File: config.mk
export PLATFORM = sky130hd
export DESIGN_NAME = uart_echo_top
export DESIGN_NICKNAME = d
export VERILOG_FILES = /design/src/uart_line_pkg.sv /design/src/uart_buf_pkg.sv /design/src/buf_port_if.sv /design/src/uart_rx.sv /design/src/uart_tx.sv /design/src/echo_buffer.sv /design/src/uart_echo_top.sv
export SDC_FILE = /design/constraint.sdc
export NUM_CORES = 1
export LEC_CHECK = 0
export ABC_AREA = 0
export BUFFER_PORTS_ARGS = -buffer_cell sky130_fd_sc_hd__buf_4
export CAP_MARGIN = 10
export CORE_MARGIN = 2
export CORE_UTILIZATION = 55
export DETAILED_ROUTE_END_ITERATION = 6
export PLACE_DENSITY_LB_ADDON = 0.1
export SETUP_SLACK_MARGIN = 0.2
export SYNTH_ARGS = -nofsm -noshare
export SYNTH_HDL_FRONTEND = slang
export SYNTH_SLANG_ARGS = --single-unit
File: constraint.sdc
create_clock -name clk -period 4.5 [get_ports clk]
set_clock_uncertainty 0.2 [all_clocks]
set_input_delay 0.9 -clock clk [delete_from_list [all_inputs] [get_ports clk]]
set_output_delay 0.9 -clock clk [all_outputs]
set_load 0.02 [all_outputs]
File: src/uart_line_pkg.sv
`default_nettype none

// Serial line timing for the echo bridge
// Format is fixed at 8 data bits, no parity, LSB first
package uart_line_pkg;

    // Default bit period in clocks
    localparam int CLKS_PER_BIT_DEF = 434;

    // Samples taken per data bit spaced one eighth of a bit apart
    localparam int N_SAMPLES = 5;

    // High samples needed for a data bit to read as 1
    localparam int VOTE_MIN = 3;

    // Receiver stays deaf this many bit periods after a bad frame
    localparam int ERR_HOLDOFF_BITS = 2;

    // Stop period on transmit in bit periods
    localparam int STOP_BITS = 2;

    // Transmitter waits this long before polling an empty buffer again
    localparam int RETRY_BITS = 1;

endpackage

`default_nettype wire

File: src/uart_buf_pkg.sv
`default_nettype none

// Types shared between the serial clients and the ring buffer
package uart_buf_pkg;

    // One data byte as it sits in the buffer
    typedef logic [7:0] byte_t;

    // Default buffer depth in bytes
    localparam int DEPTH_DEF = 8;

    // Clients of the buffer
    // Also used by the arbiter for grant and last-served record
    typedef enum logic {
        PUSH = 1'b0,
        POP  = 1'b1
    } client_e;

endpackage

`default_nettype wire

File: src/buf_port_if.sv
`timescale 1ns/1ps
`default_nettype none

// One client's four-phase link to the shared buffer
// Client raises req and the buffer answers with ack, ok and rdata
interface buf_port_if;

    logic                req;
    logic                ack;
    // Push payload held stable while req is high
    uart_buf_pkg::byte_t wdata;
    // Pop result valid while ack is high
    uart_buf_pkg::byte_t rdata;
    // Push accepted or pop data valid
    logic                ok;

    modport client (
        output req,
        output wdata,
        input  ack,
        input  rdata,
        input  ok
    );

    modport buffer (
        input  req,
        input  wdata,
        output ack,
        output rdata,
        output ok
    );

endinterface

`default_nettype wire

File: src/uart_rx.sv
`timescale 1ns/1ps
`default_nettype none

module uart_rx #(
    parameter int CLKS_PER_BIT = uart_line_pkg::CLKS_PER_BIT_DEF
) (
    input  logic       clk,
    input  logic       rst,
    input  logic       rx,
    output logic       rx_error,
    output logic       byte_dropped,
    buf_port_if.client push
);

    // Offsets inside one bit period
    localparam int HALF      = CLKS_PER_BIT / 2;
    localparam int EIGHTH    = CLKS_PER_BIT / 8;
    // Distance from bit centre to the outer samples
    localparam int SPAN_HALF = ((uart_line_pkg::N_SAMPLES - 1) / 2) * EIGHTH;
    // Previous centre to next first sample and last sample to stop centre
    localparam int TO_FIRST  = CLKS_PER_BIT - SPAN_HALF;
    // Last sample of one bit to first sample of the next
    localparam int BIT_GAP   = CLKS_PER_BIT - 2 * SPAN_HALF;
    localparam int HOLDOFF   = uart_line_pkg::ERR_HOLDOFF_BITS * CLKS_PER_BIT;
    localparam int TW        = $clog2(HOLDOFF + 1);
    localparam int SW        = $clog2(uart_line_pkg::N_SAMPLES + 1);

    typedef enum logic [2:0] {
        RX_IDLE,
        RX_START,
        RX_SAMPLE,
        RX_STOP,
        RX_HOLDOFF
    } rx_state_t;

    rx_state_t           state;
    logic                rx_meta;
    logic                rx_sync;
    logic [TW-1:0]       timer;
    logic [SW-1:0]       smp_cnt;
    logic [SW-1:0]       ones;
    logic [SW-1:0]       ones_next;
    logic [2:0]          bit_cnt;
    logic                bit_val;
    logic                last_sample;
    logic                stop_ok;
    logic                push_pend;
    uart_buf_pkg::byte_t shift;
    uart_buf_pkg::byte_t push_data;

    // Two-flop synchronizer that resets to the idle high level
    always_ff @(posedge clk) begin
        if (rst) begin
            rx_meta <= 1'b1;
            rx_sync <= 1'b1;
        end else begin
            rx_meta <= rx;
            rx_sync <= rx_meta;
        end
    end

    // Running vote including the sample taken this cycle
    assign ones_next   = ones + SW'(rx_sync);
    assign bit_val     = ones_next >= SW'(uart_line_pkg::VOTE_MIN);
    assign last_sample = state == RX_SAMPLE && timer == '0 &&
                         smp_cnt == SW'(uart_line_pkg::N_SAMPLES - 1);
    assign stop_ok     = state == RX_STOP && timer == '0 && rx_sync;

    always_ff @(posedge clk) begin
        if (rst) begin
            state    <= RX_IDLE;
            timer    <= '0;
            smp_cnt  <= '0;
            ones     <= '0;
            bit_cnt  <= '0;
            rx_error <= 1'b0;
        end else begin
            rx_error <= 1'b0;
            if (timer != '0)
                timer <= timer - 1'b1;
            case (state)
                RX_IDLE: begin
                    // On a falling edge go check the start bit centre
                    if (!rx_sync) begin
                        timer <= TW'(HALF - 1);
                        state <= RX_START;
                    end
                end
                RX_START: begin
                    if (timer == '0) begin
                        if (!rx_sync) begin
                            timer   <= TW'(TO_FIRST - 1);
                            smp_cnt <= '0;
                            ones    <= '0;
                            bit_cnt <= '0;
                            state   <= RX_SAMPLE;
                        end else begin
                            // Start pulse too short
                            rx_error <= 1'b1;
                            timer    <= TW'(HOLDOFF - 1);
                            state    <= RX_HOLDOFF;
                        end
                    end
                end
                RX_SAMPLE: begin
                    if (timer == '0) begin
                        if (last_sample) begin
                            smp_cnt <= '0;
                            ones    <= '0;
                            if (bit_cnt == 3'd7) begin
                                timer <= TW'(TO_FIRST - 1);
                                state <= RX_STOP;
                            end else begin
                                bit_cnt <= bit_cnt + 1'b1;
                                timer   <= TW'(BIT_GAP - 1);
                            end
                        end else begin
                            smp_cnt <= smp_cnt + 1'b1;
                            ones    <= ones_next;
                            timer   <= TW'(EIGHTH - 1);
                        end
                    end
                end
                RX_STOP: begin
                    if (timer == '0) begin
                        if (rx_sync) begin
                            state <= RX_IDLE;
                        end else begin
                            // Framing error because the stop bit is low
                            rx_error <= 1'b1;
                            timer    <= TW'(HOLDOFF - 1);
                            state    <= RX_HOLDOFF;
                        end
                    end
                end
                RX_HOLDOFF: begin
                    if (timer == '0)
                        state <= RX_IDLE;
                end
                default: state <= RX_IDLE;
            endcase
        end
    end

    // Majority result shifted in LSB first
    always_ff @(posedge clk) begin
        if (last_sample)
            shift <= {bit_val, shift[7:1]};
        if (stop_ok)
            push_data <= shift;
    end

    // Push handshake runs beside the FSM so reception never waits on it
    always_ff @(posedge clk) begin
        if (rst) begin
            push_pend    <= 1'b0;
            push.req     <= 1'b0;
            byte_dropped <= 1'b0;
        end else begin
            byte_dropped <= 1'b0;
            if (stop_ok) begin
                push_pend <= 1'b1;
            end else if (push_pend && !push.req && !push.ack) begin
                push.req  <= 1'b1;
                push_pend <= 1'b0;
            end
            // Buffer full when ok comes back low
            if (push.req && push.ack) begin
                push.req     <= 1'b0;
                byte_dropped <= !push.ok;
            end
        end
    end

    assign push.wdata = push_data;

endmodule

`default_nettype wire

File: src/uart_tx.sv
`timescale 1ns/1ps
`default_nettype none

module uart_tx #(
    parameter int CLKS_PER_BIT = uart_line_pkg::CLKS_PER_BIT_DEF
) (
    input  logic       clk,
    input  logic       rst,
    input  logic       tx_pause,
    output logic       tx,
    buf_port_if.client pop
);

    localparam int STOP_LEN  = uart_line_pkg::STOP_BITS * CLKS_PER_BIT;
    localparam int RETRY_LEN = uart_line_pkg::RETRY_BITS * CLKS_PER_BIT;
    localparam int TMAX      = (STOP_LEN > RETRY_LEN) ? STOP_LEN : RETRY_LEN;
    localparam int TW        = $clog2(TMAX + 1);

    typedef enum logic [2:0] {
        TX_IDLE,
        TX_REQ,
        TX_SEND,
        TX_STOP,
        TX_RETRY
    } tx_state_t;

    tx_state_t           state;
    logic [TW-1:0]       timer;
    // Counts data bits already on the line and reaches 8 before the stop period
    logic [3:0]          bit_cnt;
    logic                load;
    logic                shift_now;
    uart_buf_pkg::byte_t data_q;

    assign load      = state == TX_REQ && pop.ack && pop.ok;
    assign shift_now = state == TX_SEND && timer == '0 && bit_cnt != 4'd8;

    always_ff @(posedge clk) begin
        if (rst) begin
            state   <= TX_IDLE;
            timer   <= '0;
            bit_cnt <= '0;
            tx      <= 1'b1;
            pop.req <= 1'b0;
        end else begin
            if (timer != '0)
                timer <= timer - 1'b1;
            case (state)
                TX_IDLE: begin
                    // Pause only checked here between frames
                    if (!tx_pause && !pop.ack) begin
                        pop.req <= 1'b1;
                        state   <= TX_REQ;
                    end
                end
                TX_REQ: begin
                    if (pop.ack) begin
                        pop.req <= 1'b0;
                        if (pop.ok) begin
                            // Start bit goes out right away
                            tx      <= 1'b0;
                            bit_cnt <= '0;
                            timer   <= TW'(CLKS_PER_BIT - 1);
                            state   <= TX_SEND;
                        end else begin
                            // Buffer empty so poll again later
                            timer <= TW'(RETRY_LEN - 1);
                            state <= TX_RETRY;
                        end
                    end
                end
                TX_SEND: begin
                    if (timer == '0) begin
                        if (bit_cnt == 4'd8) begin
                            tx    <= 1'b1;
                            timer <= TW'(STOP_LEN - 1);
                            state <= TX_STOP;
                        end else begin
                            tx      <= data_q[0];
                            bit_cnt <= bit_cnt + 1'b1;
                            timer   <= TW'(CLKS_PER_BIT - 1);
                        end
                    end
                end
                TX_STOP, TX_RETRY: begin
                    if (timer == '0)
                        state <= TX_IDLE;
                end
                default: state <= TX_IDLE;
            endcase
        end
    end

    // Byte from the buffer shifted out LSB first
    always_ff @(posedge clk) begin
        if (load)
            data_q <= pop.rdata;
        else if (shift_now)
            data_q <= {1'b0, data_q[7:1]};
    end

    // Pop carries no payload toward the buffer
    assign pop.wdata = '0;

endmodule

`default_nettype wire

File: src/echo_buffer.sv
`timescale 1ns/1ps
`default_nettype none

module echo_buffer #(
    parameter int DEPTH = uart_buf_pkg::DEPTH_DEF
) (
    input  logic       clk,
    input  logic       rst,
    buf_port_if.buffer push,
    buf_port_if.buffer pop
);

    localparam int AW = (DEPTH > 1) ? $clog2(DEPTH) : 1;
    localparam int CW = $clog2(DEPTH + 1);

    uart_buf_pkg::byte_t     mem [DEPTH];
    logic [AW-1:0]           wr_ptr;
    logic [AW-1:0]           rd_ptr;
    logic [CW-1:0]           count;
    logic                    full;
    logic                    empty;
    logic                    push_pend;
    logic                    pop_pend;
    logic                    serve;
    logic                    do_write;
    logic                    do_read;
    uart_buf_pkg::client_e   grant;
    uart_buf_pkg::client_e   last_served;

    // Ring pointer advance with wrap at DEPTH
    function automatic logic [AW-1:0] ptr_next(input logic [AW-1:0] p);
        if (p == AW'(DEPTH - 1))
            return '0;
        return p + 1'b1;
    endfunction

    assign full  = count == CW'(DEPTH);
    assign empty = count == '0;

    // A request is pending until it has been acked
    assign push_pend = push.req && !push.ack;
    assign pop_pend  = pop.req && !pop.ack;
    assign serve     = push_pend || pop_pend;

    // Round robin where the client not served last wins a tie
    always_comb begin
        if (push_pend && pop_pend) begin
            if (last_served == uart_buf_pkg::PUSH)
                grant = uart_buf_pkg::POP;
            else
                grant = uart_buf_pkg::PUSH;
        end else if (push_pend) begin
            grant = uart_buf_pkg::PUSH;
        end else begin
            grant = uart_buf_pkg::POP;
        end
    end

    assign do_write = serve && grant == uart_buf_pkg::PUSH && !full;
    assign do_read  = serve && grant == uart_buf_pkg::POP && !empty;

    always_ff @(posedge clk) begin
        if (rst) begin
            wr_ptr      <= '0;
            rd_ptr      <= '0;
            count       <= '0;
            last_served <= uart_buf_pkg::POP;
            push.ack    <= 1'b0;
            push.ok     <= 1'b0;
            pop.ack     <= 1'b0;
            pop.ok      <= 1'b0;
        end else begin
            // Ack falls the cycle after req falls
            if (push.ack && !push.req)
                push.ack <= 1'b0;
            if (pop.ack && !pop.req)
                pop.ack <= 1'b0;
            if (serve) begin
                last_served <= grant;
                if (grant == uart_buf_pkg::PUSH) begin
                    push.ack <= 1'b1;
                    push.ok  <= !full;
                end else begin
                    pop.ack <= 1'b1;
                    pop.ok  <= !empty;
                end
            end
            // One access per cycle so count moves by one at most
            if (do_write) begin
                wr_ptr <= ptr_next(wr_ptr);
                count  <= count + 1'b1;
            end else if (do_read) begin
                rd_ptr <= ptr_next(rd_ptr);
                count  <= count - 1'b1;
            end
        end
    end

    // Storage and read data
    always_ff @(posedge clk) begin
        if (do_write)
            mem[wr_ptr] <= push.wdata;
        if (do_read)
            pop.rdata <= mem[rd_ptr];
    end

    // Push side gets no data back
    assign push.rdata = '0;

endmodule

`default_nettype wire

File: src/uart_echo_top.sv
`timescale 1ns/1ps
`default_nettype none

// Echo bridge that sends rx bytes through the ring buffer and back out on tx
module uart_echo_top #(
    parameter int CLKS_PER_BIT = uart_line_pkg::CLKS_PER_BIT_DEF,
    parameter int DEPTH        = uart_buf_pkg::DEPTH_DEF
) (
    input  logic clk,
    input  logic rst,
    input  logic rx,
    input  logic tx_pause,
    output logic tx,
    output logic rx_error,
    output logic byte_dropped
);

    // Receiver to buffer
    buf_port_if push_port ();
    // Transmitter to buffer
    buf_port_if pop_port ();

    uart_rx #(
        .CLKS_PER_BIT (CLKS_PER_BIT)
    ) u_rx (
        .clk          (clk),
        .rst          (rst),
        .rx           (rx),
        .rx_error     (rx_error),
        .byte_dropped (byte_dropped),
        .push         (push_port.client)
    );

    uart_tx #(
        .CLKS_PER_BIT (CLKS_PER_BIT)
    ) u_tx (
        .clk      (clk),
        .rst      (rst),
        .tx_pause (tx_pause),
        .tx       (tx),
        .pop      (pop_port.client)
    );

    // Shared ring buffer with the arbiter
    echo_buffer #(
        .DEPTH (DEPTH)
    ) u_buf (
        .clk  (clk),
        .rst  (rst),
        .push (push_port.buffer),
        .pop  (pop_port.buffer)
    );

endmodule

`default_nettype wire

; ---- Yosys cells after proc, flatten, opt, wreduce, memory -nomap -nowiden
; Memory sizes are Yosys's and may differ from the RTL's. A register that Yosys moved wholly into a read port is not among the register bits.
; Index checks and enable logic that the tools add are counted.
[word_totals]
mem_count = 1
register_bits = 86
ram_bits = 64
[op_classes]
n_lt_le_gt_ge = 1
n_reduce_logical = 57
mux = 90
add_sub_neg = 10
bitwise = 4
eq_ne = 31
[memory_table]
columns = name, words, width, read_ports, rd_ports_with_merged_regs, write_ports, line
row1 = u_buf.mem, 8, 8, 1, 1, 1, echo_buffer.sv:16  ; uart_buf_pkg::byte_t mem [DEPTH];
[ops]
columns = operator, count
row1 = 10-bit 2-to-1 mux, 11
row2 = 3-bit 2-to-1 mux, 28
row3 = 10-bit case mux with 4 select lines, 1
row4 = 1-bit 2-to-1 mux, 30
row5 = 4-bit 2-to-1 mux, 6
row6 = 1-bit logical AND, 21
row7 = 10-bit zero test, 2
row8 = 10-bit case mux with 2 select lines, 1
row9 = 10-bit nonzero test, 2
row10 = 10-bit by 1-bit subtractor with 10-bit output (second input constant), 2
row11 = 3-bit == test (second input constant), 6
row12 = 9-bit 2-to-1 mux, 2
row13 = 2-bit inequality test (second input constant), 9
row14 = 3-bit case mux with 2 select lines, 3
row15 = 8-bit 2-to-1 mux, 2
row16 = 3-bit case mux with 5 select lines, 1
row17 = 2-bit by 1-bit inequality test with 1-bit output (second input constant), 7
row18 = 3-bit by 1-bit adder with 3-bit output (second input constant), 4
row19 = 3-bit by 2-bit == test with 1-bit output (second input constant), 4
row20 = 3-bit case mux with 4 select lines, 1
row21 = 2-bit nonzero test, 6
row22 = 5-bit AND reduction, 2
row23 = 4-bit by 1-bit adder with 4-bit output (second input constant), 2
row24 = 4-bit == test (second input constant), 2
row25 = 18 further kinds, 38

; ---- Logic depth before layout (Yosys ltp)
; Gate-level depths: netlist of run 1.
[logic_depth]
ltp_word = 10
depth_mapped = 13
ltp_nobuf = 11

; ---- Cells and area by module
; Synthesis of run 1 repeated with hierarchy kept, for this count alone.
[unflattened]
cells_unflattened = 598
area_unflattened_um2 = 7259.5
[modules_own_cells]
columns = module, cells_each, area_each_um2, instances, seq_area_each_um2
row1 = echo_buffer, 199, 3530.9, 1, 2462.4
row2 = uart_rx, 241, 2227.1, 1, 1041.0
row3 = uart_tx, 158, 1501.4, 1, 620.6

; ---- Worst setup path after synthesis of run 1
; OpenSTA, ideal clock, no wires.
[synth_path]
path_type = reg2reg
from = reg u_buf.count[0]
to = mem u_buf.mem[4][0] (netlist bit), enable pin
required_ps = 3902
arrival_ps = 2178
n_path_buf = 0
stages_incl_launch_ff = 5
setup_slack_ps = 1724
cell_sequence = dfxtp_1 nor3_1 a2111oi_4 inv_2 nor4b_1
[synth_via]
elab_chain_len = 5
[synth_lines]
columns = element, line
row1 = "start, declared", echo_buffer.sv:19  ; logic [CW-1:0] count;
row2 = "start signal, assigned", echo_buffer.sv:91  ; count <= count + 1'b1;
row3 = "start signal, assigned", echo_buffer.sv:94  ; count <= count - 1'b1;
row4 = 4-bit == test, echo_buffer.sv:37  ; assign full = count == CW'(DEPTH);
row5 = 1-bit zero test, echo_buffer.sv:59  ; assign do_write = serve && grant == uart_buf_pkg::PUSH && !full;
row6 = 1-bit logical AND, echo_buffer.sv:59
row7 = 1-bit 2-to-1 mux, echo_buffer.sv:101  ; if (do_write)
row8 = 1-bit 2-to-1 mux (implied by the code), echo_buffer.sv:102  ; mem[wr_ptr] <= push.wdata;
row9 = "end, declared", echo_buffer.sv:16
; Every way passes these cells.

; ---- Worst setup path after layout of run 1
[layout_path]
from = reg u_rx.timer[0]
to = reg u_rx.timer[0]
[layout_via]
elab_chain_len = 6
[layout_lines]
columns = element, line
row1 = "start, declared", uart_rx.sv:39  ; logic [TW-1:0] timer;
row2 = "start signal, assigned", uart_rx.sv:80  ; timer <= timer - 1'b1;
row3 = "start signal, assigned", uart_rx.sv:85  ; timer <= TW'(HALF - 1);
row4 = "start signal, assigned", uart_rx.sv:92  ; timer <= TW'(TO_FIRST - 1);
row5 = branches (longest 5 deep; another with 10-bit by 1-bit subtractor with 10-bit output), n/a
row6 = 10-bit case mux with 4 select lines *, uart_rx.sv:81  ; case (state)
; Every way passes the cells marked *.
; A chain may end at the register's enable or synchronous reset.

==> impl_metrics.ini, run 1 <==
[placement]
gp_congestion = 0.8036
io_buffers = 6
hpwlAfterDp_um = 8398

[job]
maxCapViolations = 0

[global_routing]
grt_use_met1_pct = 27.94
grt_overflow = 0
grt_pass1_vias = 4304
grt_busiest_layer = met2
grt_pass1_wl_um = 21200
grt_usage_pct = 20.61
met2_usage_pct = 31.74
met3_usage_pct = 6.331
grt_max_degree = 63
antenna_found_initial = 0

[worst_setup_path]
r2r-end = u_rx.timer[0]
worst-r2r-cell-count = 11
endpoint_kind = flop
crit_path_start_kind = flop
worst_ep_arrival_time_ns = 3.28
rr_startpoint = u_rx.timer[0]
reg2reg_slack_ns = 1.30
worstPathMaxFanout = 18
cp-startpoint = u_rx.timer[0]
required_ns = 4.58
path_class = flop to flop

[layout]
regArea_um2 = 4124
final_common_cell = edfxtp_1
nets = 612
layout_common_cells = edfxtp_1, dfxtp_1, nand2_1, nor2_1, a21oi_1
final.fill_count = 1025
n_antenna_cell = 0
areaGrowthSynthToFinish_pct = 11.53
layout-drive-gt1-share_pct = 14.31
multi_input_area_um2 = 2643

[floorplan]
io_pins = 7
num_rows = 41
fp.coreArea_um2 = 12520
fp.dieW_um = 116.6
initial_core_util_pct = 55.67
dieArea_um2 = 13590
dieHeight_um = 116.6

[yosys]
synth.net_count = 608
netlist_area_um2 = 6968
synth_cell_types = 60
async_flop_share_pct = 0
synth-seq-cells = 158
synth.avg_cell_area_um2 = 11.93
ys_seq_area_share_pct = 59.18
synth_edf_count = 96
synth_warnings = 0
syn_inst = 584
ys.flop_type = edfxtp_1

[clocking]
postCtsSetupBuffers = 0
numCtsBuffers = 17
cts_resized = 0
ctsHoldBuffers = 0
cts_max_level = 4
cts_sinks = 158
clkLatencyLatePin_ns = 0.43
cts_root_buf = clkbuf_16
cts_buffer_depth = 2
cts_tree = yes
clk_pin_slew_ns = 0.06

[timing]
finalHoldViolCount = 0
tightestPinTransition_ns = 1.116
fin_crit_sh_pct = 71.18
slew_violations = 0
rsz0062_at_grt = false
layout_min_cycle_time_ns = 3.203
tns_ns = 0
relSlewSlack_pct = 25.52
fmax_mhz = 312.2
setup_viol = 0

[run_status]
outcome = completed

[power]
p_per_area_nw_per_um2 = 532.4
power_w = 0.004137
vdd_ir_drop_max_uv = 352.2
leakage_nw = 2.680

[drt]
vias = 4482
viasPerCell = 5.798
dr.pass1.iters = 5
post-route-drc-count = 0
finalWirelength_um = 12640
final_antenna_net_count = 0
drt-initial-drc-count = 354
avgRoutedWirePerCell_um = 16.35

[min_path]
min_path_cells = 1
hold_path_class = flop to flop
hold_path.startpoint = u_rx.rx_meta
min_to = u_rx.rx_sync
-- cells in the mapped netlist, types with 2 or more instances --
library cell  number  area, um^2
nor4_1            10       62.56
nor2_1            44       165.2
a311oi_1           3       26.28
inv_1             16       60.06
a211oi_1           5       37.54
and2_1             2       12.51
nand2_1           60       225.2
nor3_1            27       135.1
nand2b_1          14       87.58
mux2_2            10       112.6
a21o_1             3       22.52
ha_1              19       237.7
o211ai_1           2       15.01
a221oi_1           2       17.52
xnor2_1            9       78.83
or2_2              3       18.77
mux4_2            16       360.4
and3_1             3       18.77
edfxtp_1          96        2883
nand4_1            2       12.51
buf_1              3       11.26
clkbuf_1          17       63.81
buf_2              9       45.04
nor3b_1            5       37.54
a22oi_1            5       37.54
mux2i_1            8       80.08
nor4b_1            3       26.28
xor2_1             4       35.03
or3_1              9       56.30
nand3b_1           4       30.03
a31oi_1            9       56.30
a21oi_1           42       210.2
inv_2              2       7.510
dfxtp_1           62        1241
nand3_1           10       50.05
nor2b_1            5       31.28
o21ai_0           16       80.08
o31ai_1            3       22.52
-- logic make-up (layout without fill, tap and decap cells) --
| group | count (synthesis) | in the layout | share of synthesized area, % |
|---|---|---|---|
| and+or+nand+nor | 210 | 210 | 15.34 |
| DFF | 158 | 158 | 59.18 |
| AOI/OAI and AO/OA | 100 | 100 | 9.230 |
| buffers and inverters | 49 | 66 | 2.981 |
| muxes | 34 | 34 | 7.937 |
| adders and majority gates | 20 | 20 | 3.699 |
| xor gates and xnor gates | 13 | 13 | 1.634 |
-- flip-flops by register name (all words and copies together), names as in the netlist, 4 cells and up --
signal,count
u_buf.count,4
u_tx.data_q,8
u_tx.bit_cnt,4
u_rx.timer,10
u_rx.push.wdata,8
u_buf.pop.rdata,8
u_tx.timer,10
u_buf.mem,64
u_rx.shift,8
-- metal layers --
metal	vias up	share of wire, %
met1	2190	47
met2	95	48
met3	19	3.7
met5	-	0
met4	0	1.5
li1	2178	-
-- critical path: stages, from the launching register on --
cell	delay, ns
dfxtp_1	0.34
inv_1	0.07
ha_1	0.18
nor4b_2	0.32
and3_1	0.55
inv_2	0.25
ha_1	0.39
nand2b_1	0.08
a21oi_1	0.06
or3_1	0.37
a21oi_1	0.18
nor3_1	0.06
-- power by group --
part | switching, W | internal, W
sequential | 0.000143 | 0.00164
combinational | 0.000490 | 0.000406
clock | 0.000573 | 0.000888
total | 0.00121 | 0.00293
-- stage by stage --
step | setup slack [ns] | instances | util, % | instance area, um^2 | hold slack (ns)
detailed placement | 1.340 | 739 | 57.17 | 7156 | 0.2075
global placement | 1.497 | 739 | 57.17 | 7156 | 0.2019
CTS | 1.326 | 771 | 62.01 | 7761 | 0.2262
finish | 1.297 | 773 | 62.09 | 7771 | 0.2226
global route | 1.008 | 773 | 62.09 | 7771 | 0.2414
floorplan | 1.724 | 584 | - | 6968 | 0.1895
-- layout make-up --
cell class / count / share of cell area (%)
clock buffer: 19 / 5.700
sequential: 158 / 53.07
clock inverter: 13 / 2.093
inverter: 19 / 0.9821
multi-input combinational: 377 / 34.00
tap: 172 / 2.769
timing repair buffer: 15 / 1.385
-- worst max-delay path by stage --
stage / endpoint / depth (start not counted)
after floorplan: u_buf.mem[4][0] / 4
after global placement: u_rx.shift[4] / 6
after detailed placement: u_rx.timer[0] / 11
after CTS: u_rx.shift[1] / 6
after global routing: u_rx.timer[0] / 11
final: u_rx.timer[0] / 11
No activity file was read; power rests on OpenSTA's default activity.
==> run 2, diff against run 1 <==
Clock period 4.5 ns to 3.1 ns, I/O delays scaled along.
==> run 2 against run 1 <==
Net effect:
- sequential power is 43% higher
- flip-flop and latch count stayed put
- non-clock buffer count is 8 higher
- first-iteration DRC count is 23% lower
==> impl_metrics.ini, run 2 (same netlist as run 1, synthesis figures left out) <==
[run_status]
outcome = completed

[floorplan]
num_rows = 41
fp.dieW_um = 116.6
fp.coreArea_um2 = 12520
dieHeight_um = 116.6
io_pins = 7
dieArea_um2 = 13590
initial_core_util_pct = 55.67

[global_routing]
grt_pass1_vias = 4279
grt_max_degree = 63
grt_pass1_wl_um = 20780
grt_usage_pct = 19.91
grt_overflow = 0
antenna_found_initial = 0

[worst_setup_path]
required_ns = 3.18
worst_ep_arrival_time_ns = 2.79
crit_path_start_kind = flop
worst-r2r-cell-count = 11
rr_startpoint = u_rx.timer[0]
r2r-end = u_rx.timer[0]
worstPathMaxFanout = 18
path_class = flop to flop
endpoint_kind = flop
cp-startpoint = u_rx.timer[0]
reg2reg_slack_ns = 0.38
crit_end = u_rx.timer[0]

[timing]
relSlewSlack_pct = 42.48
setup_viol = 0
fin_crit_sh_pct = 87.63
layout_min_cycle_time_ns = 2.716
setup_ws_ns = 0.3836
slew_violations = 0
finalHoldViolCount = 0
tightestPinTransition_ns = 0.8616
rsz0062_at_grt = false
tns_ns = 0
fmax_mhz = 368.1

[drt]
viasPerCell = 5.742
avgRoutedWirePerCell_um = 16.18
vias = 4479
drt-initial-drc-count = 274
post-route-drc-count = 0
final_antenna_net_count = 0
dr.pass1.iters = 5
finalWirelength_um = 12620

[power]
p_int_w = 0.004245
p_per_area_nw_per_um2 = 765.0
leakage_nw = 2.717
comb_power_share_pct = 22.7
p_switching_w = 0.001742
p_clk_share_pct = 34.7
swShare_pct = 29.09
seq_power_share_pct = 42.7
vdd_ir_drop_max_uv = 491.7

[clocking]
clkLatencyLatePin_ns = 0.42
cts_resized = 0
cts_buffer_depth = 2
cts_max_level = 4
cts_tree = yes
clk_pin_slew_ns = 0.06
numCtsBuffers = 17
cts_root_buf = clkbuf_16
ctsHoldBuffers = 0
postCtsSetupBuffers = 0
cts_sinks = 158

[layout]
fin_cells = 780
regMostFlops = u_buf.mem
layout_common_cells = edfxtp_1, dfxtp_1, nand2_1, nor2_1, a21oi_1
largest_reg_flops = 64
n_antenna_cell = 0
layout-drive-gt1-share_pct = 14.97
final.fill_count = 999
final_common_cell = edfxtp_1
biggestRegsByFlops = u_buf.mem x64, u_rx.timer x10, u_tx.timer x10
final_area_um2 = 7825
areaGrowthSynthToFinish_pct = 12.30
nets = 620

[placement]
pre_cts_ws_ns = 0.4427
hpwlAfterDp_um = 8214
postPlaceCellArea_um2 = 7231
gp_congestion = 0.7930
io_buffers = 6
dpl.cell_count = 749

[min_path]
hold_path_class = primary input to flop
min_path_cells = 2

[job]
maxCapViolations = 0
[run 2: cell types whose count changed in the layout (fill, tap and decap cells not counted), sizes merged]
| cell | before | now |
|---|---|---|
| clkbuf | 20 | 18 |
| buf | 14 | 23 |
| clkinvlp | 3 | 2 |
| inv | 21 | 22 |
[run 2: final cells by class]
cell class / count / area (um^2) / share of cell area (%)
Timing Repair Buffer: 23 / 172.7 / 2.207
Clock buffer: 18 / 429.2 / 5.484
Tap cell: 172 / 215.2 / 2.750
Inverter: 19 / 76.32 / 0.9754
Multi-Input combinational cell: 377 / 2643 / 33.77
Clock inverter: 13 / 165.2 / 2.111
Sequential cell: 158 / 4124 / 52.70
[run 2: routing by layer]
metal	vias to the layer above	share of wire (%)	track usage [%]
li1	2201	-	-
met1	2184	47	26.93
met2	78	48	32.60
met3	16	3.1	3.892
met4	0	1.5	6.824
met5	-	0	0
[run 2: critical path, stage by stage, from the launching register on]
cell and delay, ns:
dfxtp_1 0.34, inv_1 0.07, ha_1 0.17, nor4b_2 0.29, and3_1 0.24, inv_2 0.14
ha_1 0.37, nand2b_1 0.09, a21oi_1 0.08, or3_1 0.38, a21oi_1 0.15, nor3_1 0.05
[run 2: metrics by stage]
| stage | hold slack [ns] | power (W) | util [%] |
|---|---|---|---|
| after floorplan | 0.1895 | 0.003694 | - |
| after global placement | 0.2002 | 0.003883 | 57.77 |
| after detailed placement | 0.1955 | 0.003929 | 57.77 |
| after CTS | 0.1711 | 0.006015 | 62.52 |
| after global routing | 0.1746 | 0.006290 | 62.52 |
| final | 0.1850 | 0.005986 | 62.52 |
[run 2: how the worst min path moves through the flow]
stage | from | end | slack, ns
after floorplan | u_rx.rx_meta | u_rx.rx_sync | 0.19
after global placement | u_rx.rx_meta | u_rx.rx_sync | 0.20
after detailed placement | u_rx.rx_meta | u_rx.rx_sync | 0.20
after CTS | rx | u_rx.rx_meta | 0.17
after global routing | rx | u_rx.rx_meta | 0.17
final | rx | u_rx.rx_meta | 0.19
[run 2: power groups by stage]
stage / Combinational [W] / Clock (W) / Sequential, W
after CTS: 0.00135 / 0.00212 / 0.00255
final: 0.00136 / 0.00208 / 0.00255
after global placement: 0.00130 / 0 / 0.00258
after global routing: 0.00150 / 0.00221 / 0.00257
after floorplan: 0.00116 / 0 / 0.00253
after detailed placement: 0.00134 / 0 / 0.00259
